**src/source/decode_defines.svh**
```systemverilog
`ifndef DECODE_DEFINES_SVH
`define DECODE_DEFINES_SVH

`define XLEN        32
`define REG_ADDR_W  5
`define NUM_REGS    32
`define NUM_SRC     2

// opcodes of the supported RV32I subset
`define OP_R        7'b0110011
`define OP_IMM      7'b0010011
`define OP_LOAD     7'b0000011
`define OP_STORE    7'b0100011
`define OP_BRANCH   7'b1100011
`define OP_JAL      7'b1101111
`define OP_JALR     7'b1100111

`define FUNCT7_ALT  7'b0100000 // sub / sra

`define F3_ADD      3'b000
`define F3_SLL      3'b001
`define F3_SLT      3'b010
`define F3_SLTU     3'b011
`define F3_XOR      3'b100
`define F3_SR       3'b101
`define F3_OR       3'b110
`define F3_AND      3'b111

`define F3_BEQ      3'b000
`define F3_BNE      3'b001
`define F3_BLT      3'b100
`define F3_BGE      3'b101
`define F3_BLTU     3'b110
`define F3_BGEU     3'b111

`define LS_NONE     3'b111 // no load / no store

`endif

```
**src/source/decodePkg.sv**
```systemverilog
`default_nettype none

`include "decode_defines.svh"

package decodePkg;

    typedef enum logic [2:0] {
        CLS_R,
        CLS_IMM,
        CLS_LOAD,
        CLS_STORE,
        CLS_BRANCH,
        CLS_JAL,
        CLS_JALR,
        CLS_NOP
    } instrClass_e;

    typedef enum logic [3:0] {
        ALU_NOP,
        ALU_ADD,
        ALU_SUB,
        ALU_SLL,
        ALU_SLT,
        ALU_SLTU,
        ALU_XOR,
        ALU_SRL,
        ALU_SRA,
        ALU_OR,
        ALU_AND
    } aluOp_e;

    // state of the EX and MEM stages seen from decode
    typedef struct packed {
        logic [`REG_ADDR_W-1:0] exRd;
        logic                   exRegWe;
        logic [`REG_ADDR_W-1:0] memRd;
        logic                   memRegWe;
        logic                   memIsLoad;
        logic [`XLEN-1:0]       memWbData;
    } hazInfo_t;

endpackage

`default_nettype wire

```
**src/source/srcPortIf.sv**
```systemverilog
`timescale 1ns/1ps
`default_nettype none

`include "decode_defines.svh"

interface srcPortIf;

    logic [`REG_ADDR_W-1:0] addr;   // x0 when the source is unused
    logic                   used;
    logic [`XLEN-1:0]       rfData; // raw register file read
    logic [`XLEN-1:0]       value;  // after forwarding
    logic                   hazard;

    modport dec  (output addr, output used);
    modport rf   (input addr, output rfData);
    modport opnd (input addr, input rfData, output value, output hazard);
    modport iss  (input used, input value, input hazard);

endinterface

`default_nettype wire

```
**src/source/instrDecoder.sv**
```systemverilog
`timescale 1ns/1ps
`default_nettype none

`include "decode_defines.svh"

module instrDecoder import decodePkg::*; (
    input  wire logic [`XLEN-1:0]       instr_i,
    srcPortIf.dec                       srcs [`NUM_SRC],
    output instrClass_e                 class_o,
    output aluOp_e                      aluOp_o,
    output logic [2:0]                  funct3_o,
    output logic [`REG_ADDR_W-1:0]      rd_o,
    output logic [`XLEN-1:0]            imm_o
);

    logic [6:0]       opcode;
    logic [2:0]       funct3;
    logic             altBit;
    logic [`XLEN-1:0] immI, immS, immB, immJ;
    aluOp_e           arithOp;
    logic             isR;
    logic             rs1Used, rs2Used;

    assign opcode   = instr_i[6:0];
    assign funct3   = instr_i[14:12];
    assign altBit   = instr_i[31:25] == `FUNCT7_ALT;
    assign isR      = opcode == `OP_R;

    assign funct3_o = funct3;
    assign rd_o     = instr_i[11:7];

    // ------------------------------------------------------------------
    // immediate formats
    // ------------------------------------------------------------------
    assign immI = {{20{instr_i[31]}}, instr_i[31:20]};
    assign immS = {{20{instr_i[31]}}, instr_i[31:25], instr_i[11:7]};
    assign immB = {{20{instr_i[31]}}, instr_i[7], instr_i[30:25], instr_i[11:8], 1'b0};
    assign immJ = {{12{instr_i[31]}}, instr_i[19:12], instr_i[20], instr_i[30:21], 1'b0};

    always_comb begin
        arithOp = ALU_NOP;
        case (funct3)
            `F3_ADD:  arithOp = (isR && altBit) ? ALU_SUB : ALU_ADD; // addi has no sub
            `F3_SLL:  arithOp = ALU_SLL;
            `F3_SLT:  arithOp = ALU_SLT;
            `F3_SLTU: arithOp = ALU_SLTU;
            `F3_XOR:  arithOp = ALU_XOR;
            `F3_SR:   arithOp = altBit ? ALU_SRA : ALU_SRL;
            `F3_OR:   arithOp = ALU_OR;
            `F3_AND:  arithOp = ALU_AND;
            default:  arithOp = ALU_NOP;
        endcase
    end

    // ------------------------------------------------------------------
    // classification
    // ------------------------------------------------------------------
    always_comb begin
        class_o = CLS_NOP;
        aluOp_o = ALU_NOP;
        imm_o   = '0;
        rs1Used = 1'b0;
        rs2Used = 1'b0;
        case (opcode)
            `OP_R: begin
                class_o = CLS_R;
                aluOp_o = arithOp;
                rs1Used = 1'b1;
                rs2Used = 1'b1;
            end
            `OP_IMM: begin
                class_o = CLS_IMM;
                aluOp_o = arithOp;
                imm_o   = immI;
                rs1Used = 1'b1;
            end
            `OP_LOAD: begin
                class_o = CLS_LOAD;
                aluOp_o = ALU_ADD; // address rs1 + imm
                imm_o   = immI;
                rs1Used = 1'b1;
            end
            `OP_STORE: begin
                class_o = CLS_STORE;
                aluOp_o = ALU_ADD;
                imm_o   = immS;
                rs1Used = 1'b1;
                rs2Used = 1'b1;
            end
            `OP_BRANCH: begin
                class_o = CLS_BRANCH; // resolved here, no alu work
                imm_o   = immB;
                rs1Used = 1'b1;
                rs2Used = 1'b1;
            end
            `OP_JAL: begin
                class_o = CLS_JAL;
                aluOp_o = ALU_ADD; // link value pc + 4
                imm_o   = immJ;
            end
            `OP_JALR: begin
                class_o = CLS_JALR;
                aluOp_o = ALU_ADD;
                imm_o   = immI;
                rs1Used = 1'b1;
            end
            default: begin
                class_o = CLS_NOP; // all-zero and unknown words
            end
        endcase
    end

    assign srcs[0].used = rs1Used;
    assign srcs[0].addr = rs1Used ? instr_i[19:15] : '0;
    assign srcs[1].used = rs2Used;
    assign srcs[1].addr = rs2Used ? instr_i[24:20] : '0;

endmodule

`default_nettype wire

```
**src/source/regFile.sv**
```systemverilog
`timescale 1ns/1ps
`default_nettype none

`include "decode_defines.svh"

module regFile (
    input  wire logic                   clk,
    input  wire logic                   arstN_i,
    input  wire logic                   we_i,
    input  wire logic [`REG_ADDR_W-1:0] wrAddr_i,
    input  wire logic [`XLEN-1:0]       wrData_i,
    srcPortIf.rf                        rd [`NUM_SRC]
);

    logic [`XLEN-1:0] regs [`NUM_REGS];

    always_ff @(posedge clk or negedge arstN_i) begin
        if (!arstN_i) begin
            for (int i = 0; i < `NUM_REGS; i++) begin
                regs[i] <= '0;
            end
        end else if (we_i && wrAddr_i != '0) begin // x0 stays zero
            regs[wrAddr_i] <= wrData_i;
        end
    end

    // read ports with write-through
    for (genvar gPort = 0; gPort < `NUM_SRC; gPort++) begin : readGen
        always_comb begin
            if (rd[gPort].addr == '0) begin
                rd[gPort].rfData = '0;
            end else if (we_i && wrAddr_i == rd[gPort].addr) begin
                rd[gPort].rfData = wrData_i;
            end else begin
                rd[gPort].rfData = regs[rd[gPort].addr];
            end
        end
    end

endmodule

`default_nettype wire

```
**src/source/srcOperand.sv**
```systemverilog
`timescale 1ns/1ps
`default_nettype none

`include "decode_defines.svh"

module srcOperand import decodePkg::*; (
    srcPortIf.opnd          src,
    input  wire hazInfo_t   haz_i
);

    logic nonZero;
    logic exHit;
    logic memHit;

    assign nonZero = src.addr != '0; // x0 never matches
    assign exHit   = nonZero && haz_i.exRegWe  && (haz_i.exRd  == src.addr);
    assign memHit  = nonZero && haz_i.memRegWe && (haz_i.memRd == src.addr);

    // ------------------------------------------------------------------
    // forwarding from MEM
    // ------------------------------------------------------------------
    // a load in MEM has no data yet, so only non-load results forward
    assign src.value = (memHit && !haz_i.memIsLoad) ? haz_i.memWbData : src.rfData;

    // ------------------------------------------------------------------
    // hazard
    // ------------------------------------------------------------------
    // EX result not computed yet, or load data not back yet
    assign src.hazard = exHit || (memHit && haz_i.memIsLoad);

endmodule

`default_nettype wire

```
**src/source/issueStage.sv**
```systemverilog
`timescale 1ns/1ps
`default_nettype none

`include "decode_defines.svh"

module issueStage import decodePkg::*; (
    input  wire logic                   clk,
    input  wire logic                   arstN_i,
    input  wire logic                   inValid_i,
    output logic                        inReady_o,
    input  wire logic [`XLEN-1:0]       pc_i,
    input  wire instrClass_e            class_i,
    input  wire aluOp_e                 aluOp_i,
    input  wire logic [2:0]             funct3_i,
    input  wire logic [`REG_ADDR_W-1:0] rd_i,
    input  wire logic [`XLEN-1:0]       imm_i,
    srcPortIf.iss                       srcs [`NUM_SRC],
    input  wire logic                   outReady_i,
    output logic                        outValid_o,
    output aluOp_e                      outAluOp_o,
    output logic [`XLEN-1:0]            outSrc1_o,
    output logic [`XLEN-1:0]            outSrc2_o,
    output logic [`REG_ADDR_W-1:0]      outRd_o,
    output logic                        outRegWe_o,
    output logic [2:0]                  outLoadCtl_o,
    output logic [2:0]                  outStoreCtl_o,
    output logic [`XLEN-1:0]            outStoreData_o,
    output logic                        outTaken_o,
    output logic [`XLEN-1:0]            outTarget_o
);

    logic [`XLEN-1:0] rs1, rs2;
    logic             brCond;
    logic             taken;
    logic [`XLEN-1:0] jalrSum;
    logic [`XLEN-1:0] target;
    logic [`XLEN-1:0] src1, src2;
    logic             writesRd;
    logic             isCtl;
    logic             srcHaz;
    logic             stall;
    logic             accept;

    assign rs1 = srcs[0].value;
    assign rs2 = srcs[1].value;

    // ------------------------------------------------------------------
    // branch and jump resolution
    // ------------------------------------------------------------------
    always_comb begin
        case (funct3_i)
            `F3_BEQ:  brCond = rs1 == rs2;
            `F3_BNE:  brCond = rs1 != rs2;
            `F3_BLT:  brCond = $signed(rs1) < $signed(rs2);
            `F3_BGE:  brCond = $signed(rs1) >= $signed(rs2);
            `F3_BLTU: brCond = rs1 < rs2;
            `F3_BGEU: brCond = rs1 >= rs2;
            default:  brCond = 1'b0;
        endcase
    end

    assign taken   = (class_i == CLS_BRANCH && brCond) || class_i == CLS_JAL
                     || class_i == CLS_JALR;
    assign jalrSum = rs1 + imm_i;
    assign target  = !taken ? '0
                   : (class_i == CLS_JALR) ? {jalrSum[`XLEN-1:1], 1'b0}
                   : pc_i + imm_i;

    // ------------------------------------------------------------------
    // operands
    // ------------------------------------------------------------------
    always_comb begin
        case (class_i)
            CLS_JAL, CLS_JALR: begin
                src1 = pc_i;
                src2 = `XLEN'd4;
            end
            CLS_IMM, CLS_LOAD, CLS_STORE: begin
                src1 = rs1;
                src2 = imm_i;
            end
            CLS_R: begin
                src1 = rs1;
                src2 = rs2;
            end
            default: begin
                src1 = '0;
                src2 = '0;
            end
        endcase
    end

    assign writesRd = class_i inside {CLS_R, CLS_IMM, CLS_LOAD, CLS_JAL, CLS_JALR};

    // ------------------------------------------------------------------
    // stall and handshake
    // ------------------------------------------------------------------
    assign isCtl     = class_i == CLS_BRANCH || class_i == CLS_JALR;
    assign srcHaz    = (srcs[0].used && srcs[0].hazard) || (srcs[1].used && srcs[1].hazard);
    assign stall     = inValid_i && isCtl && srcHaz; // compare needs a value not ready yet
    assign inReady_o = !stall && (!outValid_o || outReady_i);
    assign accept    = inValid_i && inReady_o;

    always_ff @(posedge clk or negedge arstN_i) begin
        if (!arstN_i) begin
            outValid_o     <= 1'b0;
            outAluOp_o     <= ALU_NOP;
            outSrc1_o      <= '0;
            outSrc2_o      <= '0;
            outRd_o        <= '0;
            outRegWe_o     <= 1'b0;
            outLoadCtl_o   <= '0;
            outStoreCtl_o  <= '0;
            outStoreData_o <= '0;
            outTaken_o     <= 1'b0;
            outTarget_o    <= '0;
        end else if (accept) begin
            outValid_o     <= 1'b1;
            outAluOp_o     <= aluOp_i;
            outSrc1_o      <= src1;
            outSrc2_o      <= src2;
            outRd_o        <= writesRd ? rd_i : '0;
            outRegWe_o     <= writesRd && rd_i != '0;
            outLoadCtl_o   <= (class_i == CLS_LOAD) ? funct3_i : `LS_NONE;
            outStoreCtl_o  <= (class_i == CLS_STORE) ? funct3_i : `LS_NONE;
            outStoreData_o <= (class_i == CLS_STORE) ? rs2 : '0;
            outTaken_o     <= taken;
            outTarget_o    <= target;
        end else if (outReady_i) begin
            outValid_o     <= 1'b0; // drained, bundle kept
        end
    end

endmodule

`default_nettype wire

```
**src/source/decodeTop.sv**
```systemverilog
`timescale 1ns/1ps
`default_nettype none

`include "decode_defines.svh"

module decodeTop import decodePkg::*; (
    input  wire logic                   clk,
    input  wire logic                   arstN_i,
    // instruction in
    input  wire logic                   inValid_i,
    output logic                        inReady_o,
    input  wire logic [`XLEN-1:0]       inInstr_i,
    input  wire logic [`XLEN-1:0]       inPc_i,
    // write-back
    input  wire logic                   wbWe_i,
    input  wire logic [`REG_ADDR_W-1:0] wbRd_i,
    input  wire logic [`XLEN-1:0]       wbData_i,
    // EX / MEM state
    input  wire logic [`REG_ADDR_W-1:0] exRd_i,
    input  wire logic                   exRegWe_i,
    input  wire logic [`REG_ADDR_W-1:0] memRd_i,
    input  wire logic                   memRegWe_i,
    input  wire logic                   memIsLoad_i,
    input  wire logic [`XLEN-1:0]       memWbData_i,
    // issue bundle
    output logic                        outValid_o,
    input  wire logic                   outReady_i,
    output aluOp_e                      outAluOp_o,
    output logic [`XLEN-1:0]            outSrc1_o,
    output logic [`XLEN-1:0]            outSrc2_o,
    output logic [`REG_ADDR_W-1:0]      outRd_o,
    output logic                        outRegWe_o,
    output logic [2:0]                  outLoadCtl_o,
    output logic [2:0]                  outStoreCtl_o,
    output logic [`XLEN-1:0]            outStoreData_o,
    output logic                        outTaken_o,
    output logic [`XLEN-1:0]            outTarget_o
);

    hazInfo_t               haz;
    instrClass_e            decClass;
    aluOp_e                 decAluOp;
    logic [2:0]             decFunct3;
    logic [`REG_ADDR_W-1:0] decRd;
    logic [`XLEN-1:0]       decImm;

    srcPortIf srcs [`NUM_SRC] ();

    assign haz = '{
        exRd:      exRd_i,
        exRegWe:   exRegWe_i,
        memRd:     memRd_i,
        memRegWe:  memRegWe_i,
        memIsLoad: memIsLoad_i,
        memWbData: memWbData_i
    };

    instrDecoder uDecoder (
        .instr_i  (inInstr_i),
        .srcs     (srcs),
        .class_o  (decClass),
        .aluOp_o  (decAluOp),
        .funct3_o (decFunct3),
        .rd_o     (decRd),
        .imm_o    (decImm)
    );

    regFile uRegFile (
        .clk      (clk),
        .arstN_i  (arstN_i),
        .we_i     (wbWe_i),
        .wrAddr_i (wbRd_i),
        .wrData_i (wbData_i),
        .rd       (srcs)
    );

    // one operand unit per register source
    for (genvar gSrc = 0; gSrc < `NUM_SRC; gSrc++) begin : srcGen
        srcOperand uOperand (
            .src   (srcs[gSrc]),
            .haz_i (haz)
        );
    end

    issueStage uIssue (
        .clk            (clk),
        .arstN_i        (arstN_i),
        .inValid_i      (inValid_i),
        .inReady_o      (inReady_o),
        .pc_i           (inPc_i),
        .class_i        (decClass),
        .aluOp_i        (decAluOp),
        .funct3_i       (decFunct3),
        .rd_i           (decRd),
        .imm_i          (decImm),
        .srcs           (srcs),
        .outReady_i     (outReady_i),
        .outValid_o     (outValid_o),
        .outAluOp_o     (outAluOp_o),
        .outSrc1_o      (outSrc1_o),
        .outSrc2_o      (outSrc2_o),
        .outRd_o        (outRd_o),
        .outRegWe_o     (outRegWe_o),
        .outLoadCtl_o   (outLoadCtl_o),
        .outStoreCtl_o  (outStoreCtl_o),
        .outStoreData_o (outStoreData_o),
        .outTaken_o     (outTaken_o),
        .outTarget_o    (outTarget_o)
    );

endmodule

`default_nettype wire

```
**config.mk**
```make
export PLATFORM = sky130hd
export DESIGN_NAME = decodeTop
export DESIGN_NICKNAME = d
export VERILOG_FILES = /design/src/source/decodePkg.sv /design/src/source/srcPortIf.sv /design/src/source/instrDecoder.sv /design/src/source/regFile.sv /design/src/source/srcOperand.sv /design/src/source/issueStage.sv /design/src/source/decodeTop.sv
export VERILOG_INCLUDE_DIRS = /design/src /design/src/source
export SDC_FILE = /design/constraint.sdc
export NUM_CORES = 2
export LEC_CHECK = 0
export BUFFER_PORTS_ARGS = -buffer_cell sky130_fd_sc_hd__buf_2
export CORE_ASPECT_RATIO = 0.6
export CORE_MARGIN = 2
export CORE_UTILIZATION = 32
export CTS_BUF_LIST = sky130_fd_sc_hd__clkbuf_4 sky130_fd_sc_hd__clkbuf_8 sky130_fd_sc_hd__clkbuf_16
export DETAILED_ROUTE_END_ITERATION = 12
export GPL_TIMING_DRIVEN = 0
export SYNTH_ARGS = -nofsm -noshare
export SYNTH_HDL_FRONTEND = slang
export SYNTH_HIERARCHICAL = 1
export SYNTH_SLANG_ARGS = --single-unit
```
**constraint.sdc**
```tcl
create_clock -name clk -period 6.8 [get_ports clk]
set_input_delay 0 -clock clk [delete_from_list [all_inputs] [get_ports clk]]
set_output_delay 0 -clock clk [all_outputs]
set_load 0.02 [all_outputs]
```
==> key figures <==
Power
  • Leak: 33.6 nW
  • Power per cell area: 248 mW/mm^2
  • VDD IR max: 0.228 mV

Synth
  • Mapped Nets: 5519
  • Ys async rst share: 1.00
  • Synthesized instance count: 5273
  • Cell area after synthesis: 0.0681 mm^2
  • Register area share after synthesis: 0.430
  • Number of flops mapped to enable cells by yosys: 0
  • Post-synth top flop: dfrtp_1
  • Synth unique cells: 99
  • Yosys reg bits: 1170
  • Ys Warns: 6
  • Synthesized area per cell: 12.9 um^2

Place
  • Placed Area: 0.0735 mm^2
  • # port buffers: 289
  • Post-DP HPWL: 279000 um
  • RePlAce Congestion: 1.02

Floorplanning
  • Die Area: 0.217 mm^2
  • Initial Util: 0.321
  • Io pins: 298
  • Die height: 361 um
  • Rows: 131
  • Core box area: 0.212 mm^2
  • Die width: 600 um

Clocking
  • Clock sinks: 1170
  • Number of CTS-inserted buffers: 116
  • TritonCTS clock tree: done
  • Clock-pin slew on the worst setup and hold paths: 0.06 ns
  • CTS Root Cell: clkbuf_16
  • Deepest clock path buffer count: 3
  • H-tree levels: 3
  • Clock Latency Late Sink: 0.80 ns

Critical path
  • Crit end category: flip-flop
  • Crit path arrival time: 7.46 ns
  • Max FO, Critical Path: 10
  • Crit start category: input pin
  • Kind of critical path: input pin to flip-flop
  • Critical Path RT: 7.43 ns

Cells and area
  • Most common cell after layout, fill and taps aside: dfrtp_1
  • Number of fill cells: 20369
  • Area Growth Syn to Fin: 17.3%
  • Final core occ: 0.377
  • Nets@finish: 6104
  • Layout cell share with drive strength beyond 1: 0.410
  • Most frequent cells in the layout: dfrtp_1 (1170), mux2_2 (1064), mux4_2 (421)
  • Design area: 0.0799 mm^2

Global routing
  • Vias in the first global route: 53321
  • Initial antenna violation count: 46
  • Pin count of the biggest net entering global routing: 168
  • Total GRT Usage: 0.324
  • Grt ovf: 0
  • First-pass GRT wire length: 475000 um

Route
  • Residual DRC count: 0
  • Wirelength per Cell: 40.5 um
  • Routed WL: 357000 um
  • Antenna violation net count after detailed routing: 0
  • Vias/cell: 6.26
  • DR iter-0 viols: 8661
  • Vias: 55231
  • Drt pass-1 iters: 7

Timing
  • Slew HR: -0.0816
  • Unrepaired setup endpoints after global routing: no
  • Final min period: 6.83 ns
  • Worst Clk Skew: 0.0419 ns
  • Fmax: 146 MHz
  • Fin. max-slew vios: 76
  • Hold Fails Final Rpt: 0
  • Worst slew pin tran: 1.62 ns
  • Final WS setup: -0.0330 ns
  • Sum Neg Setup Slack: -0.0330 ns
  • Fin crit share: 1.00
  • Final setup violating endpoints: 1

Run
  • Max-Cap Viols: 7

Worst hold path
  • Hold crit path type: input pin to flip-flop

Run status
  • Status: finished, violations left
  • Violated checks: capacitance limit, slew limit, setup timing
==> synthesized netlist by cell type (all sizes together) (9+ instances only) <==
master   number  area (um^2)
or2          12         75.1
xnor2        42          368
mux2       1124        12900
o31ai        68          526
nand3        31          155
o22ai        60          375
a2111oi      15          133
and2         16          100
buf         273         1710
o21ai       185          930
nand2b       18          113
clkbuf      255          961
nor4         20          161
a211oi       94          716
nand2       257          965
a221oi       18          170
nor2        129          487
nand4        21          144
a21o         34          255
a22oi        34          255
o21a          9         67.6
a31oi        32          200
dfrtp      1170        29300
a22o         11         96.3
o22a         16          140
a21oi       173          866
nor3         36          200
nor2b       129          807
mux2i       211         2110
a221o        26          260
o211ai       17          138
o221ai       12          105
xor2         37          324
ha           93         1160
inv          57          214
and3         14         87.6
mux4        427         9640
==> stage by stage <==
stage          hold slack, ns  instances  power (mW)  worst slack [ns]
3_5_place_dp          -0.0901       8436        12.6             -2.39
6_report               0.0432       8825        19.9           -0.0330
4_1_cts                0.0298       8808        19.8           0.00543
2_1_floorplan          -0.296       5273        11.2              1.65
5_1_grt                0.0863       8816        20.5           0.00896
3_3_place_gp            0.328       8421        12.4            -20.75
==> per-layer routing <==
layer  global-route usage  part of all wire  vias to the layer above
li1                     -                 -                    21167
met1                0.470              0.43                    29615
met3                0.168              0.16                      564
met2                0.404              0.37                     3861
met4                0.100             0.035                       24
met5                    0           0.00041                        -
==> path summary, 6_finish.rpt <==
kind | depth (start not counted) | endpoint | slack (ns) | startpoint
setup reg to reg | 17 | uIssue/outTarget_o[25] | 1.33 | uRegFile/regs[13]
min in group asynchronous | 4 | uRegFile/regs[57] | 0.41 | arstN_i
hold / removal | 4 | uIssue/outSrc2_o[1] | 0.04 | inInstr_i[21]
max in group asynchronous | 6 | uRegFile/regs[845] | 4.23 | arstN_i
hold reg to reg | 2 | uIssue/outSrc2_o[24] | 0.48 | uIssue/outSrc2_o[24]
setup / recovery | 24 | uIssue/outTarget_o[28] | -0.03 | inInstr_i[4]
==> repair_timing <==
action | CTS | global route
setup buffers | 7 | 9
pin swaps | 5 | 5
resized for setup | 119 | 99
endpoints found under the hold margin | 949 | 0
endpoints found under the setup margin | 33 | 33
hold buffers | 156 | 0
==> sequential cells by signal, indices dropped and copies added, names as in the netlist <==
name	flops
uIssue/outAluOp_o	4
uIssue/outLoadCtl_o	3
uIssue/outRd_o	5
uIssue/outRegWe_o	1
uIssue/outSrc1_o	32
uIssue/outSrc2_o	32
uIssue/outStoreCtl_o	3
uIssue/outStoreData_o	32
uIssue/outTaken_o	1
uIssue/outTarget_o	32
uIssue/outValid_o	1
uRegFile/regs	1024
==> worst max-delay path, cell delays in order <==
cell and delay, ns:
buf_2 0.14, nand3b_2 0.30, nor3_2 0.31, nor2_1 0.25, nor2b_4 0.36, buf_4 0.38, clkbuf_4 0.44, clkbuf_4 0.52
mux4_2 0.40, mux2i_2 0.46, o21ai_0 0.18, a221o_1 0.40, mux2_4 0.34, fa_1 0.48, a21o_1 0.22, a221oi_2 0.39
o21ai_2 0.18, a211oi_1 0.42, o21a_1 0.32, o31ai_2 0.12, a21o_1 0.20, a21oi_1 0.21, xor2_1 0.26, o31ai_2 0.08
==> cell families after synthesis <==
group	Yosys count	share of synthesized area
and+or+nand+nor	734	0.0546
muxes	1762	0.362
xor gates and xnor gates	79	0.0102
buffers and inverters	585	0.0424
AOI/OAI and AO/OA	848	0.0835
DFF	1170	0.430
adders and majority gates	95	0.0177
==> layout make-up <==
class,count,area [um^2],area share
multi-input combinational,3518,36200,0.453
sequential,1170,29300,0.366
tap,2859,3580,0.0448
timing repair buffer,476,3510,0.0440
clock buffer,161,3390,0.0425
buffer,519,2950,0.0370
clock inverter,54,727,0.00910
inverter,57,218,0.00272
antenna,11,27.5,0.000345
==> power breakdown <==
group	switching, mW	total, mW	leakage, nW	internal, mW
combinational	1.69	3.61	16.4	1.92
clock	3.17	7.17	2.04	4.00
sequential	0.935	9.08	15.1	8.14
total	5.79	19.9	33.6	14.1
Note: power is estimated with default switching activity, not from simulation.
